$ cat src/common/rv32i_consts.svh
`ifndef RV32I_CONSTS_SVH
`define RV32I_CONSTS_SVH

// first fetch address after reset
`define RESET_PC 32'h0000_0100

// major opcodes, instr[6:0]
`define OPC_OP     7'b0110011
`define OPC_OP_IMM 7'b0010011
`define OPC_LOAD   7'b0000011
`define OPC_STORE  7'b0100011
`define OPC_BRANCH 7'b1100011
`define OPC_LUI    7'b0110111
`define OPC_JAL    7'b1101111

// funct3 codes, instr[14:12]
`define F3_ADD  3'b000
`define F3_SLL  3'b001
`define F3_SLT  3'b010
`define F3_SLTU 3'b011
`define F3_XOR  3'b100
`define F3_SR   3'b101
`define F3_OR   3'b110
`define F3_AND  3'b111
`define F3_WORD 3'b010
`define F3_BEQ  3'b000
`define F3_BNE  3'b001

// funct7 codes, instr[31:25]
`define F7_BASE 7'b0000000
`define F7_ALT  7'b0100000

// the only system instruction this core knows
`define ECALL_WORD 32'h0000_0073

`endif

$ cat src/common/rv32i_pkg.sv
`default_nettype none

package rv32i_pkg;

  typedef logic [31:0] word_t;      // data or address word
  typedef logic [4:0]  reg_addr_t;  // register index

  typedef enum logic [3:0] {
    alu_add,
    alu_sub,
    alu_and,
    alu_or,
    alu_xor,
    alu_sll,
    alu_srl,
    alu_sra,
    alu_slt,
    alu_sltu,
    alu_pass_b  // lui passes the U immediate straight through
  } alu_op_t;

  typedef enum logic [3:0] {
    cls_alu_reg,
    cls_alu_imm,
    cls_load,
    cls_store,
    cls_branch,
    cls_lui,
    cls_jal,
    cls_system,
    cls_illegal
  } instr_class_t;

  typedef struct packed {
    word_t addr;
    word_t wdata;
    logic  write;  // low for reads and fetches
  } mem_req_t;

  typedef struct packed {
    instr_class_t iclass;
    alu_op_t      alu_op;
    reg_addr_t    rs1;
    reg_addr_t    rs2;
    reg_addr_t    rd;
    logic         bne;  // branch when operands differ
    word_t        imm;  // already sign extended
  } ctrl_t;

endpackage

`default_nettype wire

$ cat src/rv32i_core/rv32i_mem_port.sv
`timescale 1ns/1ps
`default_nettype none

module rv32i_mem_port (
  input  wire                     clk,
  input  wire                     rst,
  input  wire rv32i_pkg::mem_req_t core_req,
  input  wire                     core_req_valid,
  output logic                    core_req_ready,
  output logic                    core_rsp_valid,
  output rv32i_pkg::word_t        core_rsp_data,
  output rv32i_pkg::mem_req_t     mem_req,
  output logic                    mem_req_valid,
  input  wire                     mem_req_ready,
  input  wire                     mem_rsp_valid,
  input  wire rv32i_pkg::word_t   mem_rsp_data
);
  import rv32i_pkg::*;

  logic  read_pending;  // a read went out and its data has not come back
  word_t rsp_hold;

  // only one request in the whole system at a time
  assign core_req_ready = !mem_req_valid && !read_pending;

  always_ff @(posedge clk) begin
    if (rst) begin
      mem_req       <= '0;
      mem_req_valid <= 1'b0;
      read_pending  <= 1'b0;
    end else begin
      if (core_req_valid && core_req_ready) begin
        mem_req       <= core_req;
        mem_req_valid <= 1'b1;
      end else if (mem_req_valid && mem_req_ready) begin
        mem_req_valid <= 1'b0;
        read_pending  <= !mem_req.write;  // writes are never answered
      end
      if (mem_rsp_valid) begin
        read_pending <= 1'b0;
      end
    end
  end

  always_ff @(posedge clk) begin
    if (mem_rsp_valid) begin
      rsp_hold <= mem_rsp_data;
    end
  end

  assign core_rsp_valid = mem_rsp_valid;
  assign core_rsp_data  = mem_rsp_valid ? mem_rsp_data : rsp_hold;  // last word between pulses

  hold_stable: assert property (@(posedge clk) disable iff (rst)
    mem_req_valid && !mem_req_ready |=> mem_req_valid && $stable(mem_req));

  rsp_expected: assert property (@(posedge clk) disable iff (rst)
    mem_rsp_valid |-> read_pending);

endmodule

`default_nettype wire

$ cat src/rv32i_core/rv32i_decoder.sv
`timescale 1ns/1ps
`default_nettype none

`include "rv32i_consts.svh"

module rv32i_decoder (
  input  wire rv32i_pkg::word_t instr,
  output rv32i_pkg::ctrl_t      ctrl
);
  import rv32i_pkg::*;

  logic [6:0] opcode;
  logic [2:0] funct3;
  logic [6:0] funct7;
  logic       alt;
  logic       reg_f7_ok;
  logic       imm_f7_ok;
  word_t      imm_i, imm_s, imm_b, imm_u, imm_j;
  alu_op_t    arith_op;

  assign opcode = instr[6:0];
  assign funct3 = instr[14:12];
  assign funct7 = instr[31:25];
  assign alt    = (funct7 == `F7_ALT);

  assign imm_i = {{20{instr[31]}}, instr[31:20]};
  assign imm_s = {{20{instr[31]}}, instr[31:25], instr[11:7]};
  assign imm_b = {{19{instr[31]}}, instr[31], instr[7], instr[30:25], instr[11:8], 1'b0};
  assign imm_u = {instr[31:12], 12'b0};
  assign imm_j = {{11{instr[31]}}, instr[31], instr[19:12], instr[20], instr[30:21], 1'b0};

  // alt funct7 is only legal on sub and sra
  assign reg_f7_ok = (funct7 == `F7_BASE) || (alt && (funct3 == `F3_ADD || funct3 == `F3_SR));
  assign imm_f7_ok = (funct3 == `F3_SLL) ? (funct7 == `F7_BASE) :
                     (funct3 == `F3_SR)  ? (funct7 == `F7_BASE || alt) : 1'b1;

  // same funct3 table for both register and immediate forms
  always_comb begin
    case (funct3)
      `F3_ADD:  arith_op = (alt && opcode == `OPC_OP) ? alu_sub : alu_add;  // no subi
      `F3_SLL:  arith_op = alu_sll;
      `F3_SLT:  arith_op = alu_slt;
      `F3_SLTU: arith_op = alu_sltu;
      `F3_XOR:  arith_op = alu_xor;
      `F3_SR:   arith_op = alt ? alu_sra : alu_srl;
      `F3_OR:   arith_op = alu_or;
      default:  arith_op = alu_and;
    endcase
  end

  always_comb begin
    ctrl        = '0;
    ctrl.iclass = cls_illegal;
    ctrl.alu_op = alu_add;
    ctrl.rs1    = instr[19:15];
    ctrl.rs2    = instr[24:20];
    ctrl.rd     = instr[11:7];
    ctrl.bne    = (funct3 == `F3_BNE);
    ctrl.imm    = imm_i;
    case (opcode)
      `OPC_OP: begin
        if (reg_f7_ok) begin
          ctrl.iclass = cls_alu_reg;
          ctrl.alu_op = arith_op;
        end
      end
      `OPC_OP_IMM: begin
        if (imm_f7_ok) begin
          ctrl.iclass = cls_alu_imm;
          ctrl.alu_op = arith_op;
        end
      end
      `OPC_LOAD: begin
        if (funct3 == `F3_WORD) ctrl.iclass = cls_load;  // lw only
      end
      `OPC_STORE: begin
        if (funct3 == `F3_WORD) ctrl.iclass = cls_store;
        ctrl.imm = imm_s;
      end
      `OPC_BRANCH: begin
        if (funct3 == `F3_BEQ || funct3 == `F3_BNE) ctrl.iclass = cls_branch;
        ctrl.alu_op = alu_sub;
        ctrl.imm    = imm_b;
      end
      `OPC_LUI: begin
        ctrl.iclass = cls_lui;
        ctrl.alu_op = alu_pass_b;
        ctrl.imm    = imm_u;
      end
      `OPC_JAL: begin
        ctrl.iclass = cls_jal;
        ctrl.imm    = imm_j;
      end
      default: begin
        if (instr == `ECALL_WORD) ctrl.iclass = cls_system;
      end
    endcase
  end

endmodule

`default_nettype wire

$ cat src/rv32i_core/rv32i_alu.sv
`timescale 1ns/1ps
`default_nettype none

module rv32i_alu (
  input  wire rv32i_pkg::word_t   a,
  input  wire rv32i_pkg::word_t   b,
  input  wire rv32i_pkg::alu_op_t op,
  output rv32i_pkg::word_t        result,
  output logic                    equal
);
  import rv32i_pkg::*;

  logic [4:0] shamt;
  logic       lt_signed;
  logic       lt_unsigned;

  assign shamt       = b[4:0];  // upper bits of the shift amount are ignored
  assign lt_signed   = $signed(a) < $signed(b);
  assign lt_unsigned = a < b;

  always_comb begin
    case (op)
      alu_add:    result = a + b;
      alu_sub:    result = a - b;
      alu_and:    result = a & b;
      alu_or:     result = a | b;
      alu_xor:    result = a ^ b;
      alu_sll:    result = a << shamt;
      alu_srl:    result = a >> shamt;
      alu_sra:    result = $signed(a) >>> shamt;
      alu_slt:    result = {31'b0, lt_signed};
      alu_sltu:   result = {31'b0, lt_unsigned};
      alu_pass_b: result = b;
      default:    result = a + b;
    endcase
  end

  // beq and bne only need equality
  assign equal = (a == b);

endmodule

`default_nettype wire

$ cat src/rv32i_core/rv32i_register_file.sv
`timescale 1ns/1ps
`default_nettype none

module rv32i_register_file (
  input  wire                       clk,
  input  wire                       rst,
  input  wire                       wr_en,
  input  wire rv32i_pkg::reg_addr_t wr_addr,
  input  wire rv32i_pkg::word_t     wr_data,
  input  wire rv32i_pkg::reg_addr_t rd_addr0,
  input  wire rv32i_pkg::reg_addr_t rd_addr1,
  output rv32i_pkg::word_t          rd_data0,
  output rv32i_pkg::word_t          rd_data1
);
  import rv32i_pkg::*;

  word_t regs [32];

  always_ff @(posedge clk) begin
    if (rst) begin
      for (int i = 0; i < 32; i++) begin
        regs[i] <= '0;
      end
    end else if (wr_en && wr_addr != '0) begin  // x0 stays zero
      regs[wr_addr] <= wr_data;
    end
  end

  assign rd_data0 = regs[rd_addr0];
  assign rd_data1 = regs[rd_addr1];

endmodule

`default_nettype wire

$ cat src/rv32i_core/rv32i_multicycle_core.sv
`timescale 1ns/1ps
`default_nettype none

`include "rv32i_consts.svh"

module rv32i_multicycle_core (
  input  wire                   clk,
  input  wire                   rst,
  output rv32i_pkg::mem_req_t   req,
  output logic                  req_valid,
  input  wire                   req_ready,
  input  wire                   rsp_valid,
  input  wire rv32i_pkg::word_t rsp_data,
  output logic                  halted
);
  import rv32i_pkg::*;

  typedef enum logic [2:0] {
    st_fetch,
    st_fetch_wait,
    st_decode,
    st_execute,
    st_mem,
    st_mem_wait,
    st_writeback,
    st_halt
  } state_t;

  state_t state;
  word_t  pc, old_pc, instr;
  word_t  op_a, op_b, store_data;
  word_t  alu_result, load_data;
  word_t  rs1_data, rs2_data, alu_out;
  word_t  branch_target, link_addr, wb_data;
  ctrl_t  ctrl;
  logic   alu_equal;
  logic   branch_taken;
  logic   use_rs2;

  rv32i_decoder i_decoder (
    .instr (instr),
    .ctrl  (ctrl)
  );

  rv32i_register_file i_register_file (
    .clk      (clk),
    .rst      (rst),
    .wr_en    (state == st_writeback),
    .wr_addr  (ctrl.rd),
    .wr_data  (wb_data),
    .rd_addr0 (ctrl.rs1),
    .rd_addr1 (ctrl.rs2),
    .rd_data0 (rs1_data),
    .rd_data1 (rs2_data)
  );

  rv32i_alu i_alu (
    .a      (op_a),
    .b      (op_b),
    .op     (ctrl.alu_op),
    .result (alu_out),
    .equal  (alu_equal)
  );

  assign use_rs2       = (ctrl.iclass == cls_alu_reg) || (ctrl.iclass == cls_branch);
  assign branch_taken  = alu_equal ^ ctrl.bne;
  assign branch_target = old_pc + ctrl.imm;  // shared by branches and jal
  assign link_addr     = old_pc + 32'd4;

  always_comb begin
    case (ctrl.iclass)
      cls_load: wb_data = load_data;
      cls_jal:  wb_data = link_addr;
      default:  wb_data = alu_result;
    endcase
  end

  // fetches read pc, the mem state sends the lw/sw address
  assign req_valid   = (state == st_fetch) || (state == st_mem);
  assign req.addr    = (state == st_mem) ? alu_result : pc;
  assign req.wdata   = store_data;
  assign req.write   = (state == st_mem) && (ctrl.iclass == cls_store);
  assign halted      = (state == st_halt);

  always_ff @(posedge clk) begin
    if (rst) begin
      state <= st_fetch;
      pc    <= `RESET_PC;
    end else begin
      case (state)
        st_fetch: begin
          if (req_ready) begin
            old_pc <= pc;
            pc     <= pc + 32'd4;
            state  <= st_fetch_wait;
          end
        end
        st_fetch_wait: begin
          if (rsp_valid) begin
            instr <= rsp_data;
            state <= st_decode;
          end
        end
        st_decode: begin
          op_a       <= rs1_data;
          op_b       <= use_rs2 ? rs2_data : ctrl.imm;
          store_data <= rs2_data;
          case (ctrl.iclass)
            cls_system:  state <= st_halt;
            cls_illegal: state <= st_fetch;  // skipped, pc already moved on
            default:     state <= st_execute;
          endcase
        end
        st_execute: begin
          alu_result <= alu_out;
          case (ctrl.iclass)
            cls_load, cls_store: state <= st_mem;
            cls_branch: begin
              if (branch_taken) pc <= branch_target;
              state <= st_fetch;
            end
            cls_jal: begin
              pc    <= branch_target;
              state <= st_writeback;
            end
            default: state <= st_writeback;
          endcase
        end
        st_mem: begin
          if (req_ready) begin
            state <= (ctrl.iclass == cls_store) ? st_fetch : st_mem_wait;
          end
        end
        st_mem_wait: begin
          if (rsp_valid) begin
            load_data <= rsp_data;
            state     <= st_writeback;
          end
        end
        st_writeback: state <= st_fetch;
        default:      state <= st_halt;
      endcase
    end
  end

  // once halted the core never asks for memory again
  halt_quiet: assert property (@(posedge clk) disable iff (rst)
    halted |=> halted && !req_valid);

endmodule

`default_nettype wire

$ cat src/verilog/rv32i_system.sv
`timescale 1ns/1ps
`default_nettype none

module rv32i_system (
  input  wire                   clk,
  input  wire                   rst,
  output rv32i_pkg::mem_req_t   mem_req,
  output logic                  mem_req_valid,
  input  wire                   mem_req_ready,
  input  wire                   mem_rsp_valid,
  input  wire rv32i_pkg::word_t mem_rsp_data,
  output logic                  halted
);
  import rv32i_pkg::*;

  mem_req_t core_req;
  logic     core_req_valid;
  logic     core_req_ready;
  logic     core_rsp_valid;
  word_t    core_rsp_data;

  rv32i_multicycle_core i_core (
    .clk       (clk),
    .rst       (rst),
    .req       (core_req),
    .req_valid (core_req_valid),
    .req_ready (core_req_ready),
    .rsp_valid (core_rsp_valid),
    .rsp_data  (core_rsp_data),
    .halted    (halted)
  );

  rv32i_mem_port i_mem_port (
    .clk            (clk),
    .rst            (rst),
    .core_req       (core_req),
    .core_req_valid (core_req_valid),
    .core_req_ready (core_req_ready),
    .core_rsp_valid (core_rsp_valid),
    .core_rsp_data  (core_rsp_data),
    .mem_req        (mem_req),
    .mem_req_valid  (mem_req_valid),
    .mem_req_ready  (mem_req_ready),
    .mem_rsp_valid  (mem_rsp_valid),
    .mem_rsp_data   (mem_rsp_data)
  );

endmodule

`default_nettype wire

$ cat config.mk
export PLATFORM = sky130hd
export DESIGN_NAME = rv32i_system
export DESIGN_NICKNAME = d
export VERILOG_FILES = /design/src/common/rv32i_pkg.sv /design/src/rv32i_core/rv32i_mem_port.sv /design/src/rv32i_core/rv32i_decoder.sv /design/src/rv32i_core/rv32i_alu.sv /design/src/rv32i_core/rv32i_register_file.sv /design/src/rv32i_core/rv32i_multicycle_core.sv /design/src/verilog/rv32i_system.sv
export VERILOG_INCLUDE_DIRS = /design/src /design/src/common
export SDC_FILE = /design/constraint.sdc
export NUM_CORES = 2
export LEC_CHECK = 0
export BUFFER_PORTS_ARGS = -buffer_cell sky130_fd_sc_hd__buf_2
export CAP_MARGIN = 10
export CELL_PAD_IN_SITES_DETAIL_PLACEMENT = 0
export CELL_PAD_IN_SITES_GLOBAL_PLACEMENT = 1
export CORE_MARGIN = 2
export CORE_UTILIZATION = 56
export CTS_BUF_LIST = sky130_fd_sc_hd__clkbuf_16
export DETAILED_ROUTE_END_ITERATION = 6
export PLACE_DENSITY = 0.83
export SETUP_SLACK_MARGIN = 0.3
export SYNTH_ARGS = -nofsm -noshare
export SYNTH_HDL_FRONTEND = slang
export SYNTH_HIERARCHICAL = 1
export SYNTH_SLANG_ARGS = --single-unit
$ cat constraint.sdc
create_clock -name clk -period 23.7 [get_ports clk]
set_input_delay 3.555 -clock clk [delete_from_list [all_inputs] [get_ports clk]]
set_output_delay 3.555 -clock clk [all_outputs]
set_load 0.05 [all_outputs]
==> results.sh <==
export IMPL_dp_hpwl_um=196000
export IMPL_die_y_um=387
export IMPL_drc=0
export IMPL_clkLatencyLatePin_ns=0.81
export IMPL_clk_pin_slew_ns=0.06
export IMPL_fin_crit_sh_pct=25.6
export IMPL_p_leak_uw=0.0349
export IMPL_area_growth_pct=7.33
export IMPL_syn_avg_cell_area_um2=11.1
export IMPL_cts_resized=0
export IMPL_clockRootBuffer="clkbuf_16"
export IMPL_rows=140
export IMPL_grt_pass1_vias=57800
export IMPL_ys_flop_type="edfxtp_1"
export IMPL_synth_edff_count=1248
export IMPL_routed_wl_met3_um=33600
export IMPL_numPlacedInstances=8936
export IMPL_rsz0062_at_grt="no"
export IMPL_synthTopCellsByCount="1248 x edfxtp_1, 1136 x mux2i_1, 1017 x and2_1, 403 x a21oi_1, 382 x nand2_1"
export IMPL_yosys_top_cells_area="edfxtp_1 46%, mux2i_1 14%, and2_1 7.7%"
export IMPL_grt_usage_pct=37.7
export IMPL_syn_inst=7412
export IMPL_routed_wl_um=291000
export IMPL_clkSinkCount=1382
export IMPL_synth_distinct_cells=119
export IMPL_fin_setup_tns_ns=0
export IMPL_crit_type="in -> reg"
export IMPL_final_core_util_pct=60.6
export IMPL_coreArea_um2=146000
export IMPL_wl_met2_um=122000
export IMPL_startpoint_type="input port"
export IMPL_vias=62300
export IMPL_cts_hold_buffers=0
export IMPL_port_buffers=102
export IMPL_via_per_inst=6.76
export IMPL_synth_top_cell_by_area="edfxtp_1"
export IMPL_wl_per_cell_um=31.5
export IMPL_multi_input_area_um2=39000
export IMPL_drtIter0Drc=8907
export IMPL_seqCellArea_um2=40200
export IMPL_drv_cap=0
export IMPL_fin_hold_ws_ns=0.469
export IMPL_htree_levels=4
export IMPL_p_per_area_nw_per_um2=68.4
export IMPL_slew_headroom_pct=11.1
export IMPL_yosysSeqAreaShare_pct=48.8
export IMPL_gp_congestion=0.966
export IMPL_worstMarginPinSlew_ns=1.33
export IMPL_synth_area_um2=82300
export IMPL_ir_drop_uv=60.6
export IMPL_fin_cells=9216
export IMPL_topRoutingLayerUsed="met5"
export IMPL_period_minus_slack_ns=6.07
export IMPL_initial_core_util_pct=56.5
export IMPL_slew_violations=0
export IMPL_grt_max_degree=118
export IMPL_die_w_um=387
export IMPL_setup_violations=0
export IMPL_drt_met1_wl_um=122000
export IMPL_netlist_area_leader_share_pct=45.5
export IMPL_arrival_ns=6.46
export IMPL_final_nets=7338
export IMPL_worstPathMaxFanout=62
export IMPL_ys_ff_latch=1382
export IMPL_critical_path_required_ns=24.10
export IMPL_first_pass_iters=7
export IMPL_yosysMostFrequentCell="edfxtp_1"
export IMPL_ios=103
export IMPL_drive_above_1_share_pct=10.5
export IMPL_ys_async_sr_fraction_pct=0
export IMPL_cts_tree="done"
export IMPL_cts_setup_buffers=0
export IMPL_hold_violations=0
export IMPL_die_area_um2=150000
export IMPL_ys_warn_count=6
export IMPL_fin_worst_skew_ns=0.0356
export IMPL_status="complete, no violations"
export IMPL_n_fill_cell=11700
export IMPL_cts_max_path_buffers=3
export IMPL_hp_class="reg -> reg"
export IMPL_antenna_found_initial=25
export IMPL_grt_ovfl_total=0
export IMPL_end_kind="flip-flop"
export IMPL_fmax_mhz=165
export IMPL_cts_buffers=148
export IMPL_grt_pass1_wl_um=413000
export IMPL_drtAntennaViolNets=0
[routing by layer]
layer / up-vias / track usage (%)
li1: 26800 / -
met2: 3827 / 53.5
met4: 8 / 15.6
met5: - / 0
met1: 31100 / 55.9
met3: 533 / 7.90
[layout make-up]
class,instances,area share [%]
tap,1917,2.72
clock inverter,115,1.09
multi-input combinational,5291,44.1
sequential,1382,45.5
antenna,14,0.0397
inverter,121,0.514
timing repair buffer,225,1.79
clock buffer,151,4.28
[kinds of logic (layout without fill, tap and decap cells)]
family / Yosys count / count (layout) / synth area share, %
AOI/OAI and AO/OA: 1364 / 1364 / 11.1
xor gates and xnor gates: 58 / 58 / 0.617
DFF: 1382 / 1382 / 48.8
other: 1 / 46 / 0.00456
buffers and inverters: 770 / 612 / 4.60
and+or+nand+nor: 2418 / 2418 / 16.4
muxes: 1286 / 1286 / 16.4
adders and majority gates: 133 / 133 / 2.05
[placed cells by master, fill, tap and decap left out, types with 20 or more instances in the layout]
cell type / Yosys / final
inv_1: 120 / 138
dfxtp_1: 134 / 134
nor2_2: 8 / 23
a221oi_1: 20 / 20
mux2i_1: 1136 / 1136
xnor2_1: 24 / 24
a22oi_1: 214 / 213
clkbuf_16: 0 / 151
nor3_1: 118 / 114
conb_1: 1 / 32
and2_1: 1017 / 1015
or3_1: 20 / 20
o21ai_4: 0 / 26
mux2_2: 106 / 106
a21oi_1: 403 / 403
a211oi_1: 35 / 35
clkinv_1: 0 / 30
nand2_1: 382 / 381
or2_2: 44 / 44
xor2_1: 34 / 34
clkinv_2: 0 / 31
a22o_1: 135 / 135
buf_2: 87 / 101
edfxtp_1: 1248 / 1248
a21o_1: 47 / 47
nand4_1: 23 / 23
and3_1: 23 / 23
o211ai_1: 37 / 37
a31oi_1: 98 / 98
nor3b_1: 39 / 38
buf_4: 88 / 112
nand2b_1: 163 / 160
ha_1: 130 / 130
nor2_1: 217 / 200
o21ai_0: 169 / 139
nand3_1: 255 / 255
mux4_2: 42 / 42
[final timing paths]
path | start | to | slack (ns) | depth (start not counted)
setup reg to reg | i_core/instr[31] | i_core/alu_result[11] | 17.68 | 13
hold / removal | i_mem_port/mem_req[24] | i_mem_port/mem_req[24] | 0.47 | 2
setup / recovery | rst | i_core/i_register_file/regs[19][9] | 17.63 | 4
hold reg to reg | i_mem_port/mem_req[24] | i_mem_port/mem_req[24] | 0.47 | 2
[worst max-delay path, cell delays in order]
cell and delay (ns):
buf_6 0.33, buf_4 0.57, buf_4 0.83, or2_2 1.07
[stage by stage]
step	total power [uW]	area (um2)	worst slack [ns]
floorplan	3470	82400	9.06
global placement	3760	83500	16.92
detailed placement	3770	83500	16.87
CTS	6040	88300	17.75
global route	6200	88300	17.49
finish	6050	88300	17.63
[where the power goes]
part	switching (uW)	internal, uW
Sequential	90.7	2770
Combinational	606	284
Clock	990	1300
Total	1690	4360
[sequential cells by signal, indices dropped and copies added (netlist names), 3 cells and up]
name / count
i_core/alu_result: 32
i_mem_port/rsp_hold: 32
i_core/old_pc: 32
i_core/op_a: 32
i_core/i_register_file/regs: 1024
i_mem_port/mem_req: 65
i_core/load_data: 32
i_core/pc: 32
i_core/state: 3
i_core/op_b: 32
i_core/store_data: 32
i_core/instr: 32
No activity file was read; power rests on OpenSTA's default activity.
